===== src/verilog/intr_pkg.sv =====
////////////////////////////////////////////////////////////
// Interrupt handler shared definitions
// Bus widths, default line counts, APB register map, version
// and the request sequencer state type
////////////////////////////////////////////////////////////

package intr_pkg;

   // APB bus
   localparam int APB_ADDR_W = 12;
   localparam int APB_DATA_W = 32;

   localparam logic [APB_DATA_W-1:0] INTR_VERSION = 32'h0001_0200;  // Major 1, minor 2

   // Default line counts
   // Each count is a multiple of 32 and at most 128 so it fits one block
   localparam int NUM_C2H_DEF = 64;
   localparam int NUM_H2C_DEF = 128;
   localparam int NUM_ERR_DEF = 32;

   // Register map
   // Byte address of word 0 of each block, word k sits at offset + 4*k
   localparam logic [APB_ADDR_W-1:0] ADDR_VERSION       = 12'h000;  // RO
   localparam logic [APB_ADDR_W-1:0] ADDR_C2H_STATUS    = 12'h010;  // RO, live c2h level
   localparam logic [APB_ADDR_W-1:0] ADDR_TOGGLE_STATUS = 12'h020;  // RO
   localparam logic [APB_ADDR_W-1:0] ADDR_TOGGLE_ENABLE = 12'h030;  // RW
   localparam logic [APB_ADDR_W-1:0] ADDR_TOGGLE_CLEAR  = 12'h040;  // W1C, reads zero
   localparam logic [APB_ADDR_W-1:0] ADDR_H2C_INTR      = 12'h050;  // RW
   localparam logic [APB_ADDR_W-1:0] ADDR_ERR_ENABLE    = 12'h060;  // RW, single word

   // Host request sequencer
   typedef enum logic [1:0] {
      IRQ_IDLE    = 2'b00,  // Nothing pending
      IRQ_ASSERT  = 2'b01,  // Request raised, waiting for first ack
      IRQ_ACKED   = 2'b10,  // Host acked, waiting for sources to drain
      IRQ_RELEASE = 2'b11   // Request dropped, waiting for second ack
   } irq_state_t;

endpackage

===== src/verilog/intr_apb_regs.sv =====
////////////////////////////////////////////////////////////
// APB register file for the interrupt handler
// Enables, h2c words, clear strobes, read-back and slave error
////////////////////////////////////////////////////////////

`timescale 1ns/1ps

module intr_apb_regs #(
   parameter int NUM_C2H = intr_pkg::NUM_C2H_DEF,
   parameter int NUM_H2C = intr_pkg::NUM_H2C_DEF,
   parameter int NUM_ERR = intr_pkg::NUM_ERR_DEF
) (
   input  logic                            clk,
   input  logic                            resetn,
   input  logic [intr_pkg::APB_ADDR_W-1:0] paddr,
   input  logic                            psel,
   input  logic                            penable,
   input  logic                            pwrite,
   input  logic [intr_pkg::APB_DATA_W-1:0] pwdata,
   output logic [intr_pkg::APB_DATA_W-1:0] prdata,
   output logic                            pready,
   output logic                            pslverr,
   input  logic [NUM_C2H-1:0]              c2h_level,
   input  logic [NUM_C2H-1:0]              toggle_status,
   output logic [NUM_C2H-1:0]              toggle_clear,
   output logic [NUM_C2H-1:0]              toggle_enable,
   output logic [NUM_ERR-1:0]              err_enable,
   output logic [NUM_H2C-1:0]              h2c_intr_out
);

   import intr_pkg::*;

   localparam int C2H_WORDS = NUM_C2H / APB_DATA_W;
   localparam int H2C_WORDS = NUM_H2C / APB_DATA_W;

   logic [APB_ADDR_W-5:0] blk;   // Block select, 16 bytes per block
   logic [1:0]            wrd;   // Word inside the block
   logic                  aligned;
   logic                  hit_version;
   logic                  hit_c2h_stat;
   logic                  hit_tog_stat;
   logic                  hit_tog_en;
   logic                  hit_tog_clr;
   logic                  hit_h2c;
   logic                  hit_err_en;
   logic                  hit_ro;
   logic                  hit_any;
   logic                  access;
   logic                  bad_access;
   logic                  wr_en;
   logic [NUM_H2C-1:0]    h2c_reg;

   assign blk     = paddr[APB_ADDR_W-1:4];
   assign wrd     = paddr[3:2];
   assign aligned = (paddr[1:0] == 2'b00);

   // Address decode, words past the configured count do not exist
   assign hit_version  = (blk == ADDR_VERSION[APB_ADDR_W-1:4]) && (wrd == 2'd0);
   assign hit_c2h_stat = (blk == ADDR_C2H_STATUS[APB_ADDR_W-1:4]) && (wrd < C2H_WORDS);
   assign hit_tog_stat = (blk == ADDR_TOGGLE_STATUS[APB_ADDR_W-1:4]) && (wrd < C2H_WORDS);
   assign hit_tog_en   = (blk == ADDR_TOGGLE_ENABLE[APB_ADDR_W-1:4]) && (wrd < C2H_WORDS);
   assign hit_tog_clr  = (blk == ADDR_TOGGLE_CLEAR[APB_ADDR_W-1:4]) && (wrd < C2H_WORDS);
   assign hit_h2c      = (blk == ADDR_H2C_INTR[APB_ADDR_W-1:4]) && (wrd < H2C_WORDS);
   assign hit_err_en   = (blk == ADDR_ERR_ENABLE[APB_ADDR_W-1:4]) && (wrd == 2'd0);

   assign hit_ro  = hit_version | hit_c2h_stat | hit_tog_stat;
   assign hit_any = aligned & (hit_ro | hit_tog_en | hit_tog_clr | hit_h2c | hit_err_en);

   // No wait states, every transfer completes in its access phase
   assign pready     = 1'b1;
   assign access     = psel & penable;
   assign bad_access = !hit_any || (pwrite && hit_ro);
   assign pslverr    = access & bad_access;
   assign wr_en      = access & pwrite & ~bad_access;  // Bad writes change nothing

   // Host writable registers
   always_ff @(posedge clk)
   begin
      if (!resetn)
      begin
         toggle_enable <= '0;
         h2c_reg       <= '0;
         err_enable    <= '0;
      end
      else if (wr_en)
      begin
         for (int k = 0; k < C2H_WORDS; k++)
         begin
            if (hit_tog_en && (wrd == k))
               toggle_enable[k*APB_DATA_W +: APB_DATA_W] <= pwdata;
         end
         for (int k = 0; k < H2C_WORDS; k++)
         begin
            if (hit_h2c && (wrd == k))
               h2c_reg[k*APB_DATA_W +: APB_DATA_W] <= pwdata;
         end
         if (hit_err_en)
            err_enable <= pwdata[NUM_ERR-1:0];
      end
   end

   // h2c output trails the register by one cycle
   always_ff @(posedge clk)
   begin
      if (!resetn)
         h2c_intr_out <= '0;
      else
         h2c_intr_out <= h2c_reg;
   end

   // Write-one-to-clear strobes, live only during the access phase
   always_comb
   begin
      toggle_clear = '0;
      if (wr_en && hit_tog_clr)
      begin
         for (int k = 0; k < C2H_WORDS; k++)
         begin
            if (wrd == k)
               toggle_clear[k*APB_DATA_W +: APB_DATA_W] = pwdata;
         end
      end
   end

   // Read mux
   always_comb
   begin
      prdata = '0;                   // Clear block and misses read zero
      if (hit_version)
         prdata = INTR_VERSION;
      if (hit_err_en)
         prdata[NUM_ERR-1:0] = err_enable;
      for (int k = 0; k < C2H_WORDS; k++)
      begin
         if (wrd == k)
         begin
            if (hit_c2h_stat)
               prdata = c2h_level[k*APB_DATA_W +: APB_DATA_W];
            if (hit_tog_stat)
               prdata = toggle_status[k*APB_DATA_W +: APB_DATA_W];
            if (hit_tog_en)
               prdata = toggle_enable[k*APB_DATA_W +: APB_DATA_W];
         end
      end
      for (int k = 0; k < H2C_WORDS; k++)
      begin
         if (hit_h2c && (wrd == k))
            prdata = h2c_reg[k*APB_DATA_W +: APB_DATA_W];
      end
   end

endmodule


===== src/verilog/intr_edge_capture.sv =====
////////////////////////////////////////////////////////////
// c2h interrupt capture stage
// Input register, either-edge detect and sticky toggle status
////////////////////////////////////////////////////////////

`timescale 1ns/1ps

module intr_edge_capture #(
   parameter int NUM_C2H = intr_pkg::NUM_C2H_DEF
) (
   input  logic               clk,
   input  logic               resetn,
   input  logic [NUM_C2H-1:0] c2h_intr_in,
   input  logic [NUM_C2H-1:0] toggle_clear,   // One-cycle strobe from the host
   output logic [NUM_C2H-1:0] c2h_level,
   output logic [NUM_C2H-1:0] toggle_status
);

   logic [NUM_C2H-1:0] c2h_edge;

   // Raw line differs from the registered copy on a rising or falling edge
   assign c2h_edge = c2h_intr_in ^ c2h_level;

   // Registered level, also read back by the host
   always_ff @(posedge clk)
   begin
      if (!resetn)
      begin
         c2h_level <= '0;
      end
      else
      begin
         c2h_level <= c2h_intr_in;
      end
   end

   // Sticky toggle status
   // A clear bit picks up any edge, a set bit only drops on its clear strobe
   always_ff @(posedge clk)
   begin
      if (!resetn)
      begin
         toggle_status <= '0;
      end
      else
      begin
         for (int i = 0; i < NUM_C2H; i++)
         begin
            if (!toggle_status[i])
            begin
               toggle_status[i] <= c2h_edge[i];
            end
            else if (toggle_clear[i])
            begin
               toggle_status[i] <= 1'b0;   // Edge in this cycle is dropped
            end
         end
      end
   end

endmodule


===== src/verilog/intr_handler_top.sv =====
////////////////////////////////////////////////////////////
// Interrupt handler top level
// Edge capture, APB register file and request sequencer
////////////////////////////////////////////////////////////

`timescale 1ns/1ps

module intr_handler_top #(
   parameter int NUM_C2H = intr_pkg::NUM_C2H_DEF,
   parameter int NUM_H2C = intr_pkg::NUM_H2C_DEF,
   parameter int NUM_ERR = intr_pkg::NUM_ERR_DEF
) (
   input  logic                            clk,
   input  logic                            resetn,

   // APB slave
   input  logic [intr_pkg::APB_ADDR_W-1:0] paddr,
   input  logic                            psel,
   input  logic                            penable,
   input  logic                            pwrite,
   input  logic [intr_pkg::APB_DATA_W-1:0] pwdata,
   output logic [intr_pkg::APB_DATA_W-1:0] prdata,
   output logic                            pready,
   output logic                            pslverr,

   // Card side
   input  logic [NUM_C2H-1:0]              c2h_intr_in,
   input  logic [NUM_ERR-1:0]              err_in,
   output logic [NUM_H2C-1:0]              h2c_intr_out,

   // Host request/ack pair
   output logic                            irq_out,
   input  logic                            irq_ack
);

   logic [NUM_C2H-1:0] c2h_level;
   logic [NUM_C2H-1:0] toggle_status;
   logic [NUM_C2H-1:0] toggle_clear;
   logic [NUM_C2H-1:0] toggle_enable;
   logic [NUM_ERR-1:0] err_enable;

   intr_edge_capture #(
      .NUM_C2H (NUM_C2H)
   ) u_edge_capture (
      .clk           (clk),
      .resetn        (resetn),
      .c2h_intr_in   (c2h_intr_in),
      .toggle_clear  (toggle_clear),
      .c2h_level     (c2h_level),
      .toggle_status (toggle_status)
   );

   intr_apb_regs #(
      .NUM_C2H (NUM_C2H),
      .NUM_H2C (NUM_H2C),
      .NUM_ERR (NUM_ERR)
   ) u_apb_regs (
      .clk           (clk),
      .resetn        (resetn),
      .paddr         (paddr),
      .psel          (psel),
      .penable       (penable),
      .pwrite        (pwrite),
      .pwdata        (pwdata),
      .prdata        (prdata),
      .pready        (pready),
      .pslverr       (pslverr),
      .c2h_level     (c2h_level),
      .toggle_status (toggle_status),
      .toggle_clear  (toggle_clear),
      .toggle_enable (toggle_enable),
      .err_enable    (err_enable),
      .h2c_intr_out  (h2c_intr_out)
   );

   intr_irq_seq #(
      .NUM_C2H (NUM_C2H),
      .NUM_ERR (NUM_ERR)
   ) u_irq_seq (
      .clk           (clk),
      .resetn        (resetn),
      .toggle_status (toggle_status),
      .toggle_enable (toggle_enable),
      .err_in        (err_in),
      .err_enable    (err_enable),
      .irq_ack       (irq_ack),
      .irq_out       (irq_out)
   );

endmodule


===== src/verilog/intr_irq_seq.sv =====
////////////////////////////////////////////////////////////
// Host interrupt request sequencer
// Pending reduction and four-state request/ack handshake
////////////////////////////////////////////////////////////

`timescale 1ns/1ps

module intr_irq_seq #(
   parameter int NUM_C2H = intr_pkg::NUM_C2H_DEF,
   parameter int NUM_ERR = intr_pkg::NUM_ERR_DEF
) (
   input  logic               clk,
   input  logic               resetn,
   input  logic [NUM_C2H-1:0] toggle_status,
   input  logic [NUM_C2H-1:0] toggle_enable,
   input  logic [NUM_ERR-1:0] err_in,
   input  logic [NUM_ERR-1:0] err_enable,
   input  logic               irq_ack,
   output logic               irq_out
);

   import intr_pkg::*;

   irq_state_t state;
   irq_state_t state_nxt;
   logic       c2h_pending;
   logic       err_pending;
   logic       pending;

   assign c2h_pending = |(toggle_status & toggle_enable);
   assign err_pending = |(err_in & err_enable);   // Error inputs are levels
   assign pending     = c2h_pending | err_pending;

   always_ff @(posedge clk)
   begin
      if (!resetn)
         state <= IRQ_IDLE;
      else
         state <= state_nxt;
   end

   // Host acks once to take the request and again after it drops
   always_comb
   begin
      state_nxt = state;
      case (state)
         IRQ_IDLE:
         begin
            if (pending)
               state_nxt = IRQ_ASSERT;
         end
         IRQ_ASSERT:
         begin
            if (irq_ack)
               state_nxt = IRQ_ACKED;
         end
         IRQ_ACKED:
         begin
            if (!pending)
               state_nxt = IRQ_RELEASE;   // Host has serviced every source
         end
         IRQ_RELEASE:
         begin
            if (irq_ack)
               state_nxt = IRQ_IDLE;
         end
         default:
         begin
            state_nxt = IRQ_IDLE;
         end
      endcase
   end

   assign irq_out = (state == IRQ_ASSERT) || (state == IRQ_ACKED);

endmodule


===== config.mk =====
export PLATFORM = sky130hd
export DESIGN_NAME = intr_handler_top
export DESIGN_NICKNAME = d
export VERILOG_FILES = /design/src/verilog/intr_pkg.sv /design/src/verilog/intr_apb_regs.sv /design/src/verilog/intr_edge_capture.sv /design/src/verilog/intr_handler_top.sv /design/src/verilog/intr_irq_seq.sv
export SDC_FILE = /design/constraint.sdc
export NUM_CORES = 1
export LEC_CHECK = 0
export BUFFER_PORTS_ARGS = -buffer_cell sky130_fd_sc_hd__buf_4
export CAP_MARGIN = 20
export CORE_ASPECT_RATIO = 0.9
export CORE_MARGIN = 10
export CORE_UTILIZATION = 40
export DETAILED_ROUTE_END_ITERATION = 10
export GPL_TIMING_DRIVEN = 0
export SYNTH_ARGS = -nofsm -noshare
export SYNTH_HDL_FRONTEND = slang
export SYNTH_SLANG_ARGS = --single-unit

===== constraint.sdc =====
create_clock -name clk -period 2.4 [get_ports clk]
set_input_delay 0.36 -clock clk [delete_from_list [all_inputs] [get_ports clk]]
set_output_delay 0.36 -clock clk [all_outputs]
set_load 0.02 [all_outputs]

# Word level (Yosys, flattened, before mapping)
# Cells that the tools add are included.
[totals]
reg_bits = 482
[op_classes]
mux = 150
eq_ne = 16
n_reduce_logical = 31
magnitude_cmp = 1
bitwise_logic = 16
[ops]
columns = ["op", "n"]
rows = [
  ["32-bit 2-to-1 mux", 15],
  ["1-bit 2-to-1 mux", 128],
  ["64-bit bitwise AND", 1],
  ["64-bit 2-to-1 mux", 1],
  ["64-bit OR reduction", 1],
  ["64-bit XOR", 1],
  ["32-bit bitwise AND", 1],
  ["32-bit OR reduction", 1],
  ["8-bit by 3-bit == test with 1-bit output, second input constant", 3],
  ["17-bit 2-to-1 mux", 1],
  ["8-bit by 2-bit == test with 1-bit output, second input constant", 2],
  ["1-bit logical AND", 14],
  ["2-bit AND reduction", 7],
  ["2-bit == test, second input constant", 4],
  ["8-bit by 1-bit == test with 1-bit output, second input constant", 1],
  ["8-bit zero test", 1],
  ["2-bit 2-to-1 mux", 4],
  ["2-bit one-hot mux with 4 select lines", 1],
  ["1-bit OR", 7],
  ["2-bit zero test", 3],
  ["2-bit != test, second input constant", 3],
  ["1-bit bitwise AND", 5],
  ["2-bit by 1-bit == test with 1-bit output, second input constant", 2],
  ["4-bit AND reduction", 1],
  ["other kinds (5)", 6],
]

# Longest topological paths before layout
[logic_depth]
ltp_word = 17
mapped_depth = 9
depth_no_buf = 7

# Cells and area by module
# From an unflattened synthesis, not the netlist that was laid out.
[hier_totals]
cells_unflattened = 2278
hier_area_um2 = 20439.6
[by_module_without_submodules]
columns = ["mod", "n_inst", "cells_per_inst", "area_per_inst_um2"]
rows = [
  ["intr_apb_regs", 1, 1803, 15218.3],
  ["intr_edge_capture", 1, 398, 4494.3],
  ["intr_irq_seq", 1, 77, 726.9],
]

# Worst setup path before layout
# No wires, ideal clock.
[synth_timing]
path_type = "input port to output port"
start = "input paddr[8] (netlist bit)"
end = "output prdata[14] (netlist bit)"
setup_slack_ns = -0.335
stages = 7
n_path_buf = 2
arrival_ns = 2.375
cell_sequence = "or4_4 -> nor4_4 -> nand3_2 -> clkbuf_1 -> clkbuf_1 -> o221ai_1 -> a2bb2oi_1"
[synth_between]
elab_chain_len = 15
word_cells_on_any_way = 26
classes_between = "eq/ne (5); mux (13); reduce/logical (8)"
[synth_lines]
columns = ["item", "line_no", "source"]
rows = [
  ["from (decl)", "intr_handler_top.sv:17", "input logic [intr_pkg::APB_ADDR_W-1:0] paddr,"],
  ["8-bit by 3-bit == test with 1-bit output", "intr_apb_regs.sv:64", "assign hit_err_en = (blk == ADDR_ERR_ENABLE[APB_ADDR_W-1:4]) && (wrd == 2'd0);"],
  ["1-bit logical AND", "intr_apb_regs.sv:64", ""],
  ["32-bit 2-to-1 mux", "intr_apb_regs.sv:131", "if (hit_err_en)"],
  ["32-bit 2-to-1 mux", "intr_apb_regs.sv:137", "if (hit_c2h_stat)"],
  ["32-bit 2-to-1 mux", "intr_apb_regs.sv:139", "if (hit_tog_stat)"],
  ["32-bit 2-to-1 mux", "intr_apb_regs.sv:141", "if (hit_tog_en)"],
  ["32-bit 2-to-1 mux", "intr_apb_regs.sv:135", "if (wrd == k)"],
  ["32-bit 2-to-1 mux", "intr_apb_regs.sv:137", ""],
  ["32-bit 2-to-1 mux", "intr_apb_regs.sv:139", ""],
  ["32-bit 2-to-1 mux", "intr_apb_regs.sv:141", ""],
  ["32-bit 2-to-1 mux", "intr_apb_regs.sv:135", ""],
  ["32-bit 2-to-1 mux (3 in a row)", "intr_apb_regs.sv:147", "if (hit_h2c && (wrd == k))"],
  ["32-bit 2-to-1 mux (*)", "intr_apb_regs.sv:147", ""],
  ["to (decl)", "intr_handler_top.sv:22", "output logic [intr_pkg::APB_DATA_W-1:0] prdata,"],
]
# Mark *: on every way between the ends. The rest lies on a longest branch, timed or not.

# Worst setup path in the final report
[layout_timing]
start = "input paddr[7] (netlist bit)"
end = "output prdata[16] (netlist bit)"
[layout_between]
elab_chain_len = 16
word_cells_on_any_way = 29
classes_between = "eq/ne (5); mux (14); reduce/logical (10)"
[layout_lines]
columns = ["item", "line_no", "source"]
rows = [
  ["8-bit zero test", "intr_apb_regs.sv:58", "assign hit_version = (blk == ADDR_VERSION[APB_ADDR_W-1:4]) && (wrd == 2'd0);"],
  ["1-bit logical AND", "intr_apb_regs.sv:58", ""],
  ["17-bit 2-to-1 mux", "intr_apb_regs.sv:129", "if (hit_version)"],
  ["32-bit 2-to-1 mux", "intr_apb_regs.sv:131", ""],
  ["32-bit 2-to-1 mux", "intr_apb_regs.sv:137", ""],
  ["32-bit 2-to-1 mux", "intr_apb_regs.sv:139", ""],
  ["32-bit 2-to-1 mux", "intr_apb_regs.sv:141", ""],
  ["32-bit 2-to-1 mux", "intr_apb_regs.sv:135", ""],
  ["32-bit 2-to-1 mux", "intr_apb_regs.sv:137", ""],
  ["32-bit 2-to-1 mux", "intr_apb_regs.sv:139", ""],
  ["32-bit 2-to-1 mux", "intr_apb_regs.sv:141", ""],
  ["32-bit 2-to-1 mux", "intr_apb_regs.sv:135", ""],
  ["32-bit 2-to-1 mux (3 in a row)", "intr_apb_regs.sv:147", ""],
  ["32-bit 2-to-1 mux (*)", "intr_apb_regs.sv:147", ""],
]
# Marked as above.

==> out/summary.txt <==
Horizontal die dimension -> 253.5 um
Antenna Nets Post-Route -> 0
Layout net count -> 2,690
Yosys reg bits -> 482
Ratio of cells with drive above 1 in the final layout -> 0.2776
EDFF count, synth -> 0
Site row count -> 76
Most common library cell in the layout ignoring fill and taps -> dfxtp_1
Number of clock sinks -> 482
Number of instances in the synthesized netlist -> 2,078
Final WL -> 93.85 mm
Library cell occupying the most area in the post-synthesis netlist -> dfxtp_1
Share of Yosys cell area claimed by the top area cell type -> 0.4916
Total vias in the final route -> 18.97k
H-tree level count -> 2
Hold violation total from the final report -> 0
Warnings from Yosys -> 0
Fraction of synthesized area in multiplexers -> 0.07726
Clk pin slew, worst setup/hold paths -> 0.06 ns
Crit path DAT -> 2.77 ns
Net switching share of the total power -> 0.2485
Skew-Pair Late Insertion Delay -> 0.61 ns
Net Switching -> 4.465 mW
Combinational fraction of design power -> 0.073
Startpoint kind of the worst setup timing path -> input pin
Shortest period the worst path allows -> 3.129 ns
Pre-CTS WS -> -2.139 ns
Finished Layout Cells -> 3,205
Pwr per Cell Area -> 655.6 nW/um^2
Total gr overflow -> 0
Gp weighted congestion -> 1.005
Class of the worst hold path -> input pin to register
Clock buffers created by TritonCTS -> 51
Ys flop type -> dfxtp_1
Slew headroom -> 0.3057
Power, Total -> 17.96 mW
Share of the clock period used by the worst path after layout -> 1.304
Internal power of the cells -> 13.50 mW
Hold Startpoint -> c2h_intr_in[57]
Post-synthesis cell area -> 19,630 um^2
TritonCTS clock tree -> built
Origin of the critical flop-to-flop path -> u_apb_regs.err_enable[7]$_SDFFE_PN0P_
Smallest setup slack after layout -> -0.7286 ns
Tightest Pin Transition -> 1.041 ns
Area growth, synth to finish -> 39.60%
Number of global-route vias before repair -> 18.39k
Number of placed I/O pins -> 309
Main combinational cell family by area after synthesis -> compound AO/OA/AOI/OAI gates
Flop pwr share -> 0.466
Mean post-synth cell area -> 9.446 um^2
Input/output buffers -> 304
Net count of the mapped netlist -> 2,228
Total track usage -> 0.3075
Iteration-0 DRC Markers -> 2,334
Critical Path End Type -> output port
Highest clock frequency the design can meet -> 319.6 MHz
Outcome -> finished, violations left
Critical path data required time -> 2.04 ns
Adder-Cell Fraction of Synth Area -> 0.002550
Clock network fraction of total power -> 0.461
Final Skew -> 0.01111 ns
Number of antenna violations at the first check in global routing -> 2
DP HPWL -> 71.42 mm
Synth Area in XOR/XNOR -> 0.02856
Library cell used as clock root buffer -> clkbuf_16
Fraction of registers with async set/reset -> 0
Crit Path Category -> input pin to output port
Average wire per standard cell -> 29.28 um
Starting Density -> 0.4071
Finish-stage setup viols -> 267
Setup repair after global routing missed its margin -> yes
Die Y-Extent -> 230.2 um
Max Slew Vio Count -> 0
CORE AREA -> 48,210 um^2
Top library cells by usage in the layout, fill and taps aside -> 473 x dfxtp_1, 307 x buf_4, 206 x nand2_1
Post-detailed-route via-to-cell ratio -> 5.920
Maximum VDD drop -> 0.0004774 V
MaxCap Viol Count -> 0
Violations in the final reports -> setup timing
Area share of and/or/nand/nor cells after synthesis -> 0.1376
Startpoint of the most critical setup path -> paddr[7]
Maximum number of pins on one net before global-route repair -> 16
Synthesized-area fraction occupied by ao, oa, aoi and oai cells -> 0.2126
CP max FO -> 6
Number of distinct standard cells referenced by the synthesized netlist -> 59
Cells taking the most area after synthesis -> dfxtp_1 49%, mux2i_1 5.7%, o21ai_0 5.6%
Wire length of the first global-routing pass -> 130.9 mm
Leakage -> 11.29 nW
Cell Count Post-Placement -> 3,006
First-pass iteration count of the detailed router -> 6
DRC Markers -> 0
Die area -> 58,350 um^2
Part of the Yosys area used for sequential elements -> 0.4916
Number of buffers on the longest clock path -> 3
[synth_stat cells (2+ instances only)]
library cell and instances:
inv_1 68, a22o_1 24, nor2b_1 78, a21o_1 3, and2_1 132, mux4_2 2
buf_1 13, o31ai_1 64, clkbuf_1 105, nand2_1 211, o211ai_1 21, nor2_4 3
or4_4 2, o22ai_1 33, mux2i_1 111, a21boi_0 11, nand4_1 8, a32oi_1 2
nand2b_1 2, a221oi_1 21, nand3_1 35, o221ai_1 11, buf_2 26, mux2_2 32
a22oi_1 57, nor4_4 2, nor3_4 2, o21ai_0 218, a21boi_1 21, o21ai_1 4
a31oi_1 64, o311a_1 2, a222oi_1 7, a2bb2oi_1 27, buf_4 10, nor2_1 25
buf_6 6, ha_1 4, nand3_2 4, a211oi_1 16, a21oi_1 29, dfxtp_1 482
xor2_1 64
[timing repair]
item	CTS	global route
hold buffers	56	0
cloned	3	4
gates resized for setup	193	235
endpoints found under the setup margin	252	219
pin swaps	47	48
buffers inserted	31	15
endpoints found under the hold margin	56	0
[path summary, 6_finish.rpt]
| kind | slack (ns) | cells after the start | end |
|---|---|---|---|
| min | 0.009 | 2 | u_edge_capture.c2h_level[57]$_SDFF_PN0_ |
| min reg2reg | 0.46 | 2 | u_apb_regs.h2c_intr_out[103]$_SDFF_PN0_ |
| max | -0.73 | 10 | prdata[16] |
| max reg2reg | -0.22 | 8 | u_irq_seq.state[1]$_SDFFE_PN0P_ |
[power groups by stage]
stage,Combinational (mW),Sequential (mW),Clock [mW]
6_report,1.32,8.37,8.27
5_1_grt,1.38,8.38,8.63
4_1_cts,1.25,8.35,8.33
3_5_place_dp,1.14,8.52,0
3_3_place_gp,1.12,8.51,0
2_1_floorplan,0.521,8.44,0
[metrics by stage]
step	instance area, um^2	TNS [ns]	hold slack [ns]	util
final	27400	-33.09	0.008782	0.5684
after global routing	27400	-47.22	0.005020	0.5683
after CTS	26510	-19.67	0.0003534	0.5499
after detailed placement	23150	-305.25	0.4374	0.4801
after global placement	23150	-299.40	0.4418	0.4801
after floorplan	20080	-3.624	0.4175	-
[final cells by class]
type	count	area, um^2
fillers	4293	20810
multi-input cells	1367	10130
flip-flops and latches	482	9663
repair buffers	410	3551
clock buffers	74	1485
plain buffers	159	1289
well taps	624	780.7
inverters	69	259.0
clock inverters	18	237.7
diodes	2	5.005
[routing by layer]
layer  track usage  vias up  part of all wire
met5             0        -                 0
met4        0.1222        0             0.039
met3       0.06304      185             0.099
met2        0.4686     1041              0.44
met1        0.4174     9386              0.42
li1              -     8362                 -
[critical path, cell delays in order]
cell,delay [ns]
buf_6,0.09
or4_4,0.57
nor4_4,0.28
buf_6,0.17
nand3_4,0.10
clkbuf_16,0.19
clkbuf_16,0.16
o211ai_1,0.32
a32oi_2,0.27
buf_4,0.23
[logic make-up (layout without fill, tap and decap cells)]
family,count (synthesis),after routing
AND/OR/NAND/NOR,515,515
adder cells (fa/ha/maj),4,4
other,1,3
XOR/XNOR,64,64
buffers and inverters,229,730
flip-flops,482,482
multiplexers,145,145
AO/OA/AOI/OAI,638,638
(Power assumes the default switching activity.)
